<file path="src/design/calc_pkg.sv">
`default_nettype none

package calc_pkg;

    localparam int CALC_W = 16;                 // Operand and result width
    localparam int CNT_W  = $clog2(CALC_W);     // Bit counter width in both units

    // Keypad operator codes
    typedef enum logic [1:0] {
        OP_ADD = 2'b00,                         // Sum
        OP_SUB = 2'b01,                         // First minus second, wraps
        OP_MUL = 2'b11                          // Product, low word kept
    } calc_op_t;

    // Controller sequence
    typedef enum logic [2:0] {
        GET_FIRST  = 3'b000,                    // Collecting first operand
        GET_SECOND = 3'b001,                    // Collecting second operand
        DISPATCH   = 3'b010,                    // Raise start next cycle
        WAIT_UNIT  = 3'b011,                    // Unit busy
        SHOW       = 3'b100                     // Result latched, complete high
    } calc_state_t;

    // Controller to arithmetic unit
    typedef struct packed {
        logic              start;               // One-cycle launch
        logic [CALC_W-1:0] a;                   // First operand
        logic [CALC_W-1:0] b;                   // Second operand
        logic              sub;                 // Adder only, multiplier ignores
    } unit_req_t;

    // Arithmetic unit back to controller
    typedef struct packed {
        logic              finish;              // One-cycle done pulse
        logic [CALC_W-1:0] value;               // Valid while finish high
    } unit_res_t;

endpackage

`default_nettype wire

</file>
<file path="src/design/calc_control.sv">
`timescale 1ns/1ns
`default_nettype none

module calc_control import calc_pkg::*; (
    input  logic              clk,
    input  logic              nRST,
    input  logic [3:0]        digit,        // Decimal key value
    input  logic              digit_valid,  // One strobe per digit key
    input  calc_op_t          op,           // Operator key value
    input  logic              op_valid,     // One strobe per operator key
    input  logic              equal,        // Equal key strobe
    input  unit_res_t         add_res,      // From serial adder
    input  unit_res_t         mul_res,      // From multiplier
    output unit_req_t         add_req,      // To serial adder
    output unit_req_t         mul_req,      // To multiplier
    output logic              ready,        // Keys honoured only while high
    output logic              complete,     // One-cycle done flag
    output logic [CALC_W-1:0] display       // Last result
);

    calc_state_t       state;               // Current FSM state
    calc_state_t       next_state;
    logic [CALC_W-1:0] opnd_a;              // First operand accumulator
    logic [CALC_W-1:0] opnd_b;              // Second operand accumulator
    calc_op_t          opcode;              // Latched operator
    logic              use_mul;             // Multiplier selected
    logic              start_q;             // Registered launch pulse
    logic              unit_finish;         // Finish of the selected unit
    logic [CALC_W-1:0] unit_value;          // Result of the selected unit

    // New value is old times ten plus digit, mod 2^CALC_W
    function automatic logic [CALC_W-1:0] append_digit(
        input logic [CALC_W-1:0] cur,
        input logic [3:0]        d
    );
        logic [CALC_W-1:0] times8;
        logic [CALC_W-1:0] times2;
        times8 = cur << 3;
        times2 = cur << 1;
        return times8 + times2 + {{(CALC_W-4){1'b0}}, d};
    endfunction

    assign ready    = (state == GET_FIRST) || (state == GET_SECOND);
    assign complete = (state == SHOW);
    assign use_mul  = (opcode == OP_MUL);

    // Listen only to the unit that was started
    assign unit_finish = use_mul ? mul_res.finish : add_res.finish;
    assign unit_value  = use_mul ? mul_res.value  : add_res.value;

    // Both requests share operands, only one start fires
    assign add_req.start = start_q & ~use_mul;
    assign add_req.a     = opnd_a;
    assign add_req.b     = opnd_b;
    assign add_req.sub   = (opcode == OP_SUB);

    assign mul_req.start = start_q & use_mul;
    assign mul_req.a     = opnd_a;
    assign mul_req.b     = opnd_b;
    assign mul_req.sub   = 1'b0;            // Unused by multiplier

    always_comb begin
        next_state = state;                 // Hold by default
        case (state)
            GET_FIRST: begin
                if (op_valid)
                    next_state = GET_SECOND;  // Operator ends first operand
            end
            GET_SECOND: begin
                if (equal)
                    next_state = DISPATCH;
            end
            DISPATCH:  next_state = WAIT_UNIT;
            WAIT_UNIT: begin
                if (unit_finish)
                    next_state = SHOW;
            end
            SHOW:      next_state = GET_FIRST;
            default:   next_state = GET_FIRST;
        endcase
    end

    always_ff @(posedge clk or posedge nRST) begin
        if (nRST) begin
            state <= GET_FIRST;
        end else begin
            state <= next_state;
        end
    end

    // Operand entry and opcode latch
    always_ff @(posedge clk or posedge nRST) begin
        if (nRST) begin
            opnd_a <= '0;
            opnd_b <= '0;
            opcode <= OP_ADD;
        end else begin
            case (state)
                GET_FIRST: begin
                    if (digit_valid)
                        opnd_a <= append_digit(opnd_a, digit);
                    if (op_valid)
                        opcode <= op;       // Later operators ignored
                end
                GET_SECOND: begin
                    if (digit_valid)
                        opnd_b <= append_digit(opnd_b, digit);
                end
                SHOW: begin
                    opnd_a <= '0;           // Fresh entry on return to GET_FIRST
                    opnd_b <= '0;
                end
                default: ;                  // Operands stay stable for the unit
            endcase
        end
    end

    // Start one cycle after DISPATCH, result latch at finish
    always_ff @(posedge clk or posedge nRST) begin
        if (nRST) begin
            start_q <= 1'b0;
            display <= '0;
        end else begin
            start_q <= (state == DISPATCH);
            if ((state == WAIT_UNIT) && unit_finish)
                display <= unit_value;      // Held until next result
        end
    end

endmodule

`default_nettype wire

</file>
<file path="src/design/serial_add_sub.sv">
`timescale 1ns/1ns
`default_nettype none

module serial_add_sub import calc_pkg::*; (
    input  logic      clk,
    input  logic      nRST,
    input  unit_req_t req,                  // Operands and start
    output unit_res_t res                   // Sum and finish
);

    logic [CALC_W-1:0] a_sr;                // First operand, shifts right
    logic [CALC_W-1:0] b_sr;                // Second operand, inverted for subtract
    logic [CALC_W-1:0] sum_sr;              // Result bits fill from the top
    logic              carry;               // Ripple carry between cycles
    logic              busy;
    logic              finish_q;
    logic [CNT_W-1:0]  bit_cnt;             // Bit position being added
    logic              sum_bit;
    logic              carry_next;
    logic              last_bit;

    // Full adder on the low bits
    assign sum_bit    = a_sr[0] ^ b_sr[0] ^ carry;
    assign carry_next = (a_sr[0] & b_sr[0]) | (carry & (a_sr[0] ^ b_sr[0]));
    assign last_bit   = (bit_cnt == CNT_W'(CALC_W - 1));

    assign res.finish = finish_q;
    assign res.value  = sum_sr;

    // Sequencing
    always_ff @(posedge clk or posedge nRST) begin
        if (nRST) begin
            busy     <= 1'b0;
            finish_q <= 1'b0;
            bit_cnt  <= '0;
        end else begin
            finish_q <= busy & last_bit;    // Pulse after the top bit
            if (busy) begin
                bit_cnt <= bit_cnt + 1'b1;
                if (last_bit)
                    busy <= 1'b0;
            end else if (req.start) begin
                busy    <= 1'b1;            // Start ignored while busy
                bit_cnt <= '0;
            end
        end
    end

    // Bit-serial datapath, LSB first
    always_ff @(posedge clk) begin
        if (busy) begin
            a_sr   <= a_sr >> 1;
            b_sr   <= b_sr >> 1;
            carry  <= carry_next;
            sum_sr <= {sum_bit, sum_sr[CALC_W-1:1]};
        end else if (req.start) begin
            a_sr  <= req.a;
            b_sr  <= req.sub ? ~req.b : req.b;  // Two's complement via inversion
            carry <= req.sub;               // Plus one for subtract
        end
    end

endmodule

`default_nettype wire

</file>
<file path="src/design/shift_add_mult.sv">
`timescale 1ns/1ns
`default_nettype none

module shift_add_mult import calc_pkg::*; (
    input  logic      clk,
    input  logic      nRST,
    input  unit_req_t req,                  // Operands and start, sub ignored
    output unit_res_t res                   // Product and finish
);

    logic [CALC_W-1:0] acc;                 // Partial product, low word only
    logic [CALC_W-1:0] mcand;               // Multiplicand, shifts left
    logic [CALC_W-1:0] mplier;              // Multiplier, shifts right
    logic              busy;
    logic              finish_q;
    logic [CNT_W-1:0]  step_cnt;            // Multiplier bit being used
    logic              last_step;
    logic [CALC_W-1:0] acc_next;

    assign last_step = (step_cnt == CNT_W'(CALC_W - 1));

    // Add shifted multiplicand when the current multiplier bit is set
    assign acc_next = mplier[0] ? acc + mcand : acc;

    assign res.finish = finish_q;
    assign res.value  = acc;

    // Sequencing
    always_ff @(posedge clk or posedge nRST) begin
        if (nRST) begin
            busy     <= 1'b0;
            finish_q <= 1'b0;
            step_cnt <= '0;
        end else begin
            finish_q <= busy & last_step;   // Pulse after the final add
            if (busy) begin
                step_cnt <= step_cnt + 1'b1;
                if (last_step)
                    busy <= 1'b0;
            end else if (req.start) begin
                busy     <= 1'b1;           // Start ignored while busy
                step_cnt <= '0;
            end
        end
    end

    // Shift-add datapath
    always_ff @(posedge clk) begin
        if (busy) begin
            acc    <= acc_next;             // Carries past the top bit drop off
            mcand  <= mcand << 1;
            mplier <= mplier >> 1;
        end else if (req.start) begin
            acc    <= '0;
            mcand  <= req.a;
            mplier <= req.b;
        end
    end

    // Product bits above CALC_W never matter since mcand
    // loses its high bits on each shift as well

endmodule

`default_nettype wire

</file>
<file path="src/design/calc_top.sv">
`timescale 1ns/1ns
`default_nettype none

module calc_top import calc_pkg::*; (
    input  logic              clk,
    input  logic              nRST,
    input  logic [3:0]        digit,        // Keypad digit
    input  logic              digit_valid,
    input  calc_op_t          op,           // Keypad operator
    input  logic              op_valid,
    input  logic              equal,
    output logic              ready,        // Keypad accepted
    output logic              complete,     // Result pulse
    output logic [CALC_W-1:0] display       // Result word
);

    unit_req_t add_req;                     // Controller to adder
    unit_req_t mul_req;                     // Controller to multiplier
    unit_res_t add_res;                     // Adder result
    unit_res_t mul_res;                     // Multiplier result

    calc_control u_control (
        .clk         (clk),
        .nRST        (nRST),
        .digit       (digit),
        .digit_valid (digit_valid),
        .op          (op),
        .op_valid    (op_valid),
        .equal       (equal),
        .add_res     (add_res),
        .mul_res     (mul_res),
        .add_req     (add_req),
        .mul_req     (mul_req),
        .ready       (ready),
        .complete    (complete),
        .display     (display)
    );

    serial_add_sub u_add_sub (              // Add and subtract
        .clk  (clk),
        .nRST (nRST),
        .req  (add_req),
        .res  (add_res)
    );

    shift_add_mult u_mult (                 // Multiply
        .clk  (clk),
        .nRST (nRST),
        .req  (mul_req),
        .res  (mul_res)
    );

endmodule

`default_nettype wire

</file>
<file path="config.mk">
export PLATFORM = sky130hd
export DESIGN_NAME = calc_top
export DESIGN_NICKNAME = d
export VERILOG_FILES = /design/src/design/calc_pkg.sv /design/src/design/calc_control.sv /design/src/design/serial_add_sub.sv /design/src/design/shift_add_mult.sv /design/src/design/calc_top.sv
export SDC_FILE = /design/constraint.sdc
export NUM_CORES = 1
export LEC_CHECK = 0
export ABC_AREA = 1
export ABC_CLOCK_PERIOD_IN_PS = 2800
export BUFFER_PORTS_ARGS = -buffer_cell sky130_fd_sc_hd__buf_2
export CAP_MARGIN = 40
export CORE_MARGIN = 3
export CORE_UTILIZATION = 57
export DETAILED_ROUTE_END_ITERATION = 16
export GPL_ROUTABILITY_DRIVEN = 0
export GPL_TIMING_DRIVEN = 1
export PLACE_DENSITY = 0.77
export SETUP_SLACK_MARGIN = 0.3
export SYNTH_ARGS = -nofsm -noshare
export SYNTH_HDL_FRONTEND = slang
export SYNTH_SLANG_ARGS = --single-unit
export TNS_END_PERCENT = 10
</file>
<file path="constraint.sdc">
create_clock -name clk -period 2.8 [get_ports clk]
set_input_delay 0.42 -clock clk [delete_from_list [all_inputs] [get_ports clk]]
set_output_delay 0.42 -clock clk [all_outputs]
set_load 0.05 [all_outputs]
</file>
==> results of run 1 <==
cells by family after synthesis:
| group | Yosys count | share of synthesized area [%] |
|---|---|---|
| AO/OA/AOI/OAI | 156 | 9.50 |
| XOR/XNOR | 22 | 2.03 |
| adder cells (fa/ha/maj) | 75 | 10.4 |
| buffers and inverters | 172 | 7.26 |
| flip-flops | 163 | 47.7 |
| multiplexers | 17 | 1.81 |
| AND/OR/NAND/NOR | 485 | 21.3 |
sequential cells by signal, indices dropped and copies added, names as in the netlist:
| name | count |
|---|---|
| u_control.opnd_b | 16 |
| u_add_sub.carry | 1 |
| u_control.display | 16 |
| u_add_sub.sum_sr | 16 |
| u_control.opcode | 2 |
| u_add_sub.finish_q | 1 |
| u_mult.finish_q | 1 |
| u_mult.acc | 16 |
| u_control.opnd_a | 16 |
| u_control.start_q | 1 |
| u_mult.mcand | 16 |
| u_mult.step_cnt | 4 |
| u_add_sub.a_sr | 16 |
| u_add_sub.busy | 1 |
| u_add_sub.bit_cnt | 4 |
| u_mult.mplier | 16 |
| u_control.state | 3 |
| u_add_sub.b_sr | 16 |
| u_mult.busy | 1 |
cells in the mapped netlist, types with 2 or more instances:
cell type,n,area [um^2]
nor3_1,2,10.0
nor2_4,5,56.3
inv_2,4,15.0
nand2_2,4,25.0
dfrtp_1,66,1650
nand2_1,333,1250
o21ai_0,80,400
inv_1,144,541
xor2_1,15,131
nor2_1,70,263
xnor2_1,7,61.3
edfxtp_1,93,2790
nor3b_1,2,15.0
clkbuf_1,8,30.0
ha_1,69,863
a22o_1,2,17.5
fa_1,6,120
mux2i_1,16,160
buf_2,6,30.0
o22ai_1,7,43.8
buf_1,4,15.0
buf_6,4,45.0
nand3b_1,3,22.5
nand4_1,8,50.1
nand3_1,53,265
nand2_4,2,22.5
a21oi_1,37,185
dfxtp_1,4,80.1
o21ai_2,25,219
area by class of cell:
| class | count | area [um^2] | area share (%) |
|---|---|---|---|
| flip-flops and latches | 163 | 4530 | 43.3 |
| multi-input cells | 755 | 4280 | 41.0 |
| inverters | 149 | 561 | 5.37 |
| clock buffers | 19 | 443 | 4.24 |
| well taps | 216 | 270 | 2.59 |
| repair buffers | 36 | 200 | 1.92 |
| clock inverters | 13 | 164 | 1.57 |
routing by layer:
metal	vias up	global-route usage [%]	share of wire, %
li1	3635	-	-
met5	-	0	0
met4	0	9.01	2.3
met3	30	3.46	5.1
met2	224	35.1	45
met1	3386	31.6	47
worst register-to-register path, delay by kind of cell, from the launching register on:
family / cells / cell delay [ns]
flops: 1 / 0.39
fa+ha+maj: 2 / 0.98
buf+inv: 2 / 0.19
compound gates: 1 / 0.13
simple gates: 6 / 0.58
per-stage QoR:
stage	std cells	setup slack, ns
2_1_floorplan	1090	0.302
3_3_place_gp	1319	0.396
3_5_place_dp	1319	0.358
4_1_cts	1351	0.461
5_1_grt	1351	0.284
6_report	1351	0.467
timing repair:
item / CTS / global route
resized for setup: 0 / 1
setup buffers: 0 / 0
endpoints found under the setup margin: 0 / 2
endpoints found under the hold margin: 0 / 0
worst max-delay path by stage:
| stage | start | endpoint | cells after the start |
|---|---|---|---|
| 6_report | u_control.opnd_b[0] | u_control.opnd_b[10] | 11 |
| 5_1_grt | u_control.opnd_b[0] | u_control.opnd_b[10] | 11 |
| 4_1_cts | u_control.opnd_b[0] | u_control.opnd_b[10] | 11 |
| 3_5_place_dp | digit[3] | u_control.opnd_a[10] | 12 |
| 3_3_place_gp | digit[3] | u_control.opnd_a[10] | 12 |
| 2_1_floorplan | u_control.opcode[0] | u_mult.acc[0] | 6 |
layout by cell type, fill, tap and decap left out, types with 7 or more instances in the layout:
master     netlist  routed
o21ai_2         25      25
ha_1            69      69
o21ai_0         80      80
xnor2_1          7       7
xor2_1          15      15
nor2_1          70      69
nand3_1         53      52
nand4_1          8       8
inv_1          144     143
buf_4            1       8
edfxtp_1        93      93
nand2_1        333     333
clkbuf_16        0      17
buf_2            6      28
mux2i_1         16      16
a21oi_1         37      37
o22ai_1          7       7
dfrtp_1         66      65
==> results.md, run 1 <==
* Outcome: completed
* Site Rows at 46
* DRC viols at 0
* Slew Viols, Final at 0
* # diodes at 0
* DRT Wirelength at 19300 um
* CP top delay family: adder cells
* Total GRT Usage at 22.4%
* Clk buf depth at 2
* WHS at 0.0528 ns
* Initial antenna violation count at 0
* Top FF cell, synth: edfxtp_1
* EDFF count, synth at a little over 90
* Mapped Nets at ~1200
* # IOs at 29
* Yosys warnings at 0
* CTS HTree Levels at 4
* Vias in the first global route at 6926
* R2R Path Start: u_control.opnd_b[0]
* Synth Instances at 1090
* Delay of the slowest critical-path stage at 0.51 ns
* Final setup violation count at 0
* Crit path cell chain: inv_1 -> fa_1 -> inv_1 -> fa_1 -> nand3_1 -> nand3_1 -> nand2_1 -> nand3_1 -> nand2_1 -> nand2_1 -> o21ai_0
* Fillers at 1272
* Die width at 135 um
* Total grt overflow at 0
* Full die area at 18200 um^2
* HPWL Detailed at 14100 um
* Vias per cell at 5.38
* Netlist cell types at 40
* Worst rel slew slack at between 50 and 60%
* Drt pass-1 iters at 5
* Final min period at roughly 2.3 ns
* Share of cells above drive strength 1 at 9.60%
* DR vias at 7275
* WL per Instance at 14.3 um
* # hold bufs at CTS at 0
* TritonCTS clock tree: yes
* First-pass GRT wire length at around 33000 um
* Worst skew pair latency at 0.42 ns
* WP buf/inv at 2
* Hold Path Class: input port to async pin
* Clock sinks at 163
* ANT nets after route at 0
* Final hold vios at 0
* Placed Area at 9830 um^2
* Fin Setup TNS at 0 ns
* Fraction of registers with async set/reset at 40.5%
* Total CTS buffers at 17
* Crit path kind: flop to flop
* Worst Reg-to-Reg Cells at 11
* Setup crit start kind: flop
* Yosys reg bits at 163
* Clk slew on worst S/H paths at 0.07 ns
* Period utilization at between 80% and 90%
* RSZ-0062 raised after global routing: yes
* NumNets Final at 1208
* Critical Path Sink Type: flop
* Fmax achieved at 429 MHz
* Port Buffer Count at 28
* Actual slew at the worst max-slew pin at 0.626 ns
* Synthesized cell area at between 9000 and 10000 um^2
* Initial DRC Count at roughly 620
* Largest net degree at the start of global routing at 57
* Clk Tree Root Cell: clkbuf_16
* Required time of the worst setup path at 3.14 ns
* Crit path max fanout at 5
* Final Util at 65.0%
* Final Cell Area at between 10000 and 15000 um^2
* Synthesized area per cell at between 8 and 9 um^2
* Register area share after synthesis at a little under half
* # Max-Cap Violations at 0
* Area Overhead vs Synth at 10.1%
* WP data arrival at about 2.7 ns
* Initial core utilization at 59.1%
* Skew final at between 0.008 and 0.009 ns
* Placeable Area at 16100 um^2
* Slowest cell on crit path: fa_1
* Worst R2R End: u_control.opnd_b[10]
* Die H at 135 um
* R2r setup slk at between 0.4 and 0.5 ns
Power of run 1 is left out: the tool's default activity adds up to more than one toggle a clock period on the data nets, which glitch-free logic cannot reach.
==> inputs of run 2 (changes only) <==
- ABC_CLOCK_PERIOD_IN_PS: 2800 -> 1900
- clock period: 2.8 -> 1.9 ns (I/O delays scaled with it)
==> run 2 against run 1 <==
  * The run now ends with setup timing left
  * Via count rose by 7.6%
  * Non-clock buffer count up 44
  * Count of clock-buffer cells in the layout did not move
  * Clock skew is 0.0062 ns higher
==> results.md, run 2 (synthesis gave the netlist of run 1 again) <==
* Placeable Area at 16100 um^2 (unchanged)
* Final setup violation count at 20 (+20)
* Total grt overflow at 0 (unchanged)
* Outcome: finished, violations left
* Met1 usage at 33.3% (+1.7 points)
* Final hold vios at 0 (unchanged)
* Fmax achieved at 492 MHz (+15%)
* WP data arrival at 2.34 ns (-0.34 ns)
* Setup crit start kind: flop
* Failing checks: setup timing
* Actual slew at the worst max-slew pin at 0.507 ns (-0.119 ns)
* Most frequent cells in the layout: nand2_1, inv_1, edfxtp_1
* Clk buf depth at 2 (unchanged)
* Vias in the first global route at 7207 (+4.1%)
* Crit path kind: flop to flop
* Top Usage Layer GRT: met2
* Largest net degree at the start of global routing at 71 (+25%)
* # IOs at 29 (unchanged)
* Critical Path Sink Type: flop
* DRC viols at 0 (unchanged)
* Total GRT Usage at 23.9% (+1.5 points)
* Fin Setup TNS at -1.33 ns (-1.33 ns)
* Worst rel slew slack at 66.1% (+7.9 points)
* Worst Reg-to-Reg Cells at 13 (+2)
* Initial DRC Count at 807 (+30%)
* Clock sinks at 163 (unchanged)
* Initial antenna violation count at 0 (unchanged)
* GR Layer Usage met2 at 39.2% (+4.1 points)
* Initial core utilization at 59.1% (unchanged)
* Vias per cell at 5.61 (+4.2%)
* Die H at 135 um (unchanged)
* Worst R2R End: u_control.opnd_b[15]
* Worst Slack Setup Final at -0.134 ns (-0.601 ns)
* Port Buffer Count at 28 (unchanged)
* TritonCTS clock tree: yes
* DR vias at 7831 (+7.6%)
* Required time of the worst setup path at 2.21 ns (-0.93 ns)
* # Max-Cap Violations at 0 (unchanged)
* Hold Path Class: input port to flop
* Skew final at 0.0147 ns (+0.00622 ns)
* Crit path max fanout at 4 (-1)
* Most common cell after layout, fill and taps aside: nand2_1
* NumNets Final at 1252 (+3.6%)
* DRT Wirelength at 22600 um (+17%)
* CTS HTree Levels at 4 (unchanged)
* Total CTS buffers at 17 (unchanged)
* ANT nets after route at 0 (unchanged)
* Final min period at 2.03 ns (-0.299 ns)
* Slew Viols, Final at 0 (unchanged)
* First-pass GRT wire length at 34900 um (+5.9%)
* Period utilization at 107% (+24 points)
* # diodes at 0 (unchanged)
* Hold Crit Start: op[0]
* Area Overhead vs Synth at 22.5%
* R2r setup slk at -0.13 ns (-0.60 ns)
* Die width at 135 um (unchanged)
* Full die area at 18200 um^2 (unchanged)
* HPWL Detailed at 14600 um (+3.8%)
* Drt pass-1 iters at 5 (unchanged)
* M3 GR Usage at 3.35% (-0.11 points)
* WL per Instance at 16.2 um (+13%)
* R2R Path Start: u_control.opnd_b[0]
* Site Rows at 46 (unchanged)
* Clk Tree Root Cell: clkbuf_16
* Worst Hold Path Cells at 2
* Share of cells above drive strength 1 at 25.3% (+16 points)
* RSZ-0062 raised after global routing: yes
* Hold Path End: u_control.opcode[0]
* Worst skew pair latency at 0.43 ns (about the same)
* Clk slew on worst S/H paths at 0.07 ns (about the same)
-- run 2: worst max path at each step --
stage                                    from                    to  cells after the start
after floorplan           u_control.opnd_a[0]  u_control.opnd_a[10]                     11
after global routing      u_control.opnd_a[0]  u_control.opnd_a[10]                     11
after CTS                 u_control.opnd_a[0]  u_control.opnd_a[10]                     11
after global placement               digit[3]  u_control.opnd_b[15]                     14
final                     u_control.opnd_b[0]  u_control.opnd_b[15]                     13
after detailed placement             digit[3]  u_control.opnd_a[10]                     12
-- run 2: timing repair --
action,in CTS,in global routing
pin swaps,40,55
hold buffers,1,0
buffers inserted,1,0
endpoints found under the setup margin,92,77
hold endpoints to repair,22,0
gates resized for setup,86,98
-- run 2: layout make-up --
class | count | area (um^2)
Fill cell | 1070 | 4440
Inverter | 149 | 577
Clock inverter | 13 | 106
Timing Repair Buffer | 80 | 609
Clock buffer | 19 | 475
Sequential cell | 163 | 4530
Tap cell | 216 | 270
Multi-Input combinational cell | 755 | 5050
-- run 2: critical path, stage by stage, from the launching register on --
cell	delay, ns
dfrtp_1	0.36
inv_2	0.07
fa_1	0.52
inv_2	0.06
ha_4	0.28
nand2_2	0.05
nor2_2	0.09
nand2_1	0.09
nand3_2	0.11
nand2_2	0.06
nand2_1	0.07
nand2_1	0.05
nand3_1	0.06
nand2_1	0.06
-- run 2: per-stage QoR --
stage | cells | setup WS (ns) | hold WS, ns | instance area, um^2 | utilization [%]
finish | 1395 | -0.134 | 0.0881 | 11600 | 72.4
global placement | 1361 | -0.190 | 0.344 | 10300 | 63.9
detailed placement | 1361 | -0.242 | 0.345 | 10300 | 63.9
CTS | 1395 | -0.100 | 0.0807 | 11200 | 69.9
global route | 1395 | -0.249 | 0.0875 | 11600 | 72.4
floorplan | 1090 | -0.0212 | 0.421 | 9550 | -
-- run 2: routing by layer --
layer  up-vias  routed length [um]  part of all wire [%]
li1       3750                   -                     -
met1      3718                9590                    42
met2       310               11100                    49
met3        53                1400                   6.2
met4         0                 556                   2.5
met5         -                   0                     0
Power of run 2 is left out for the same reason.
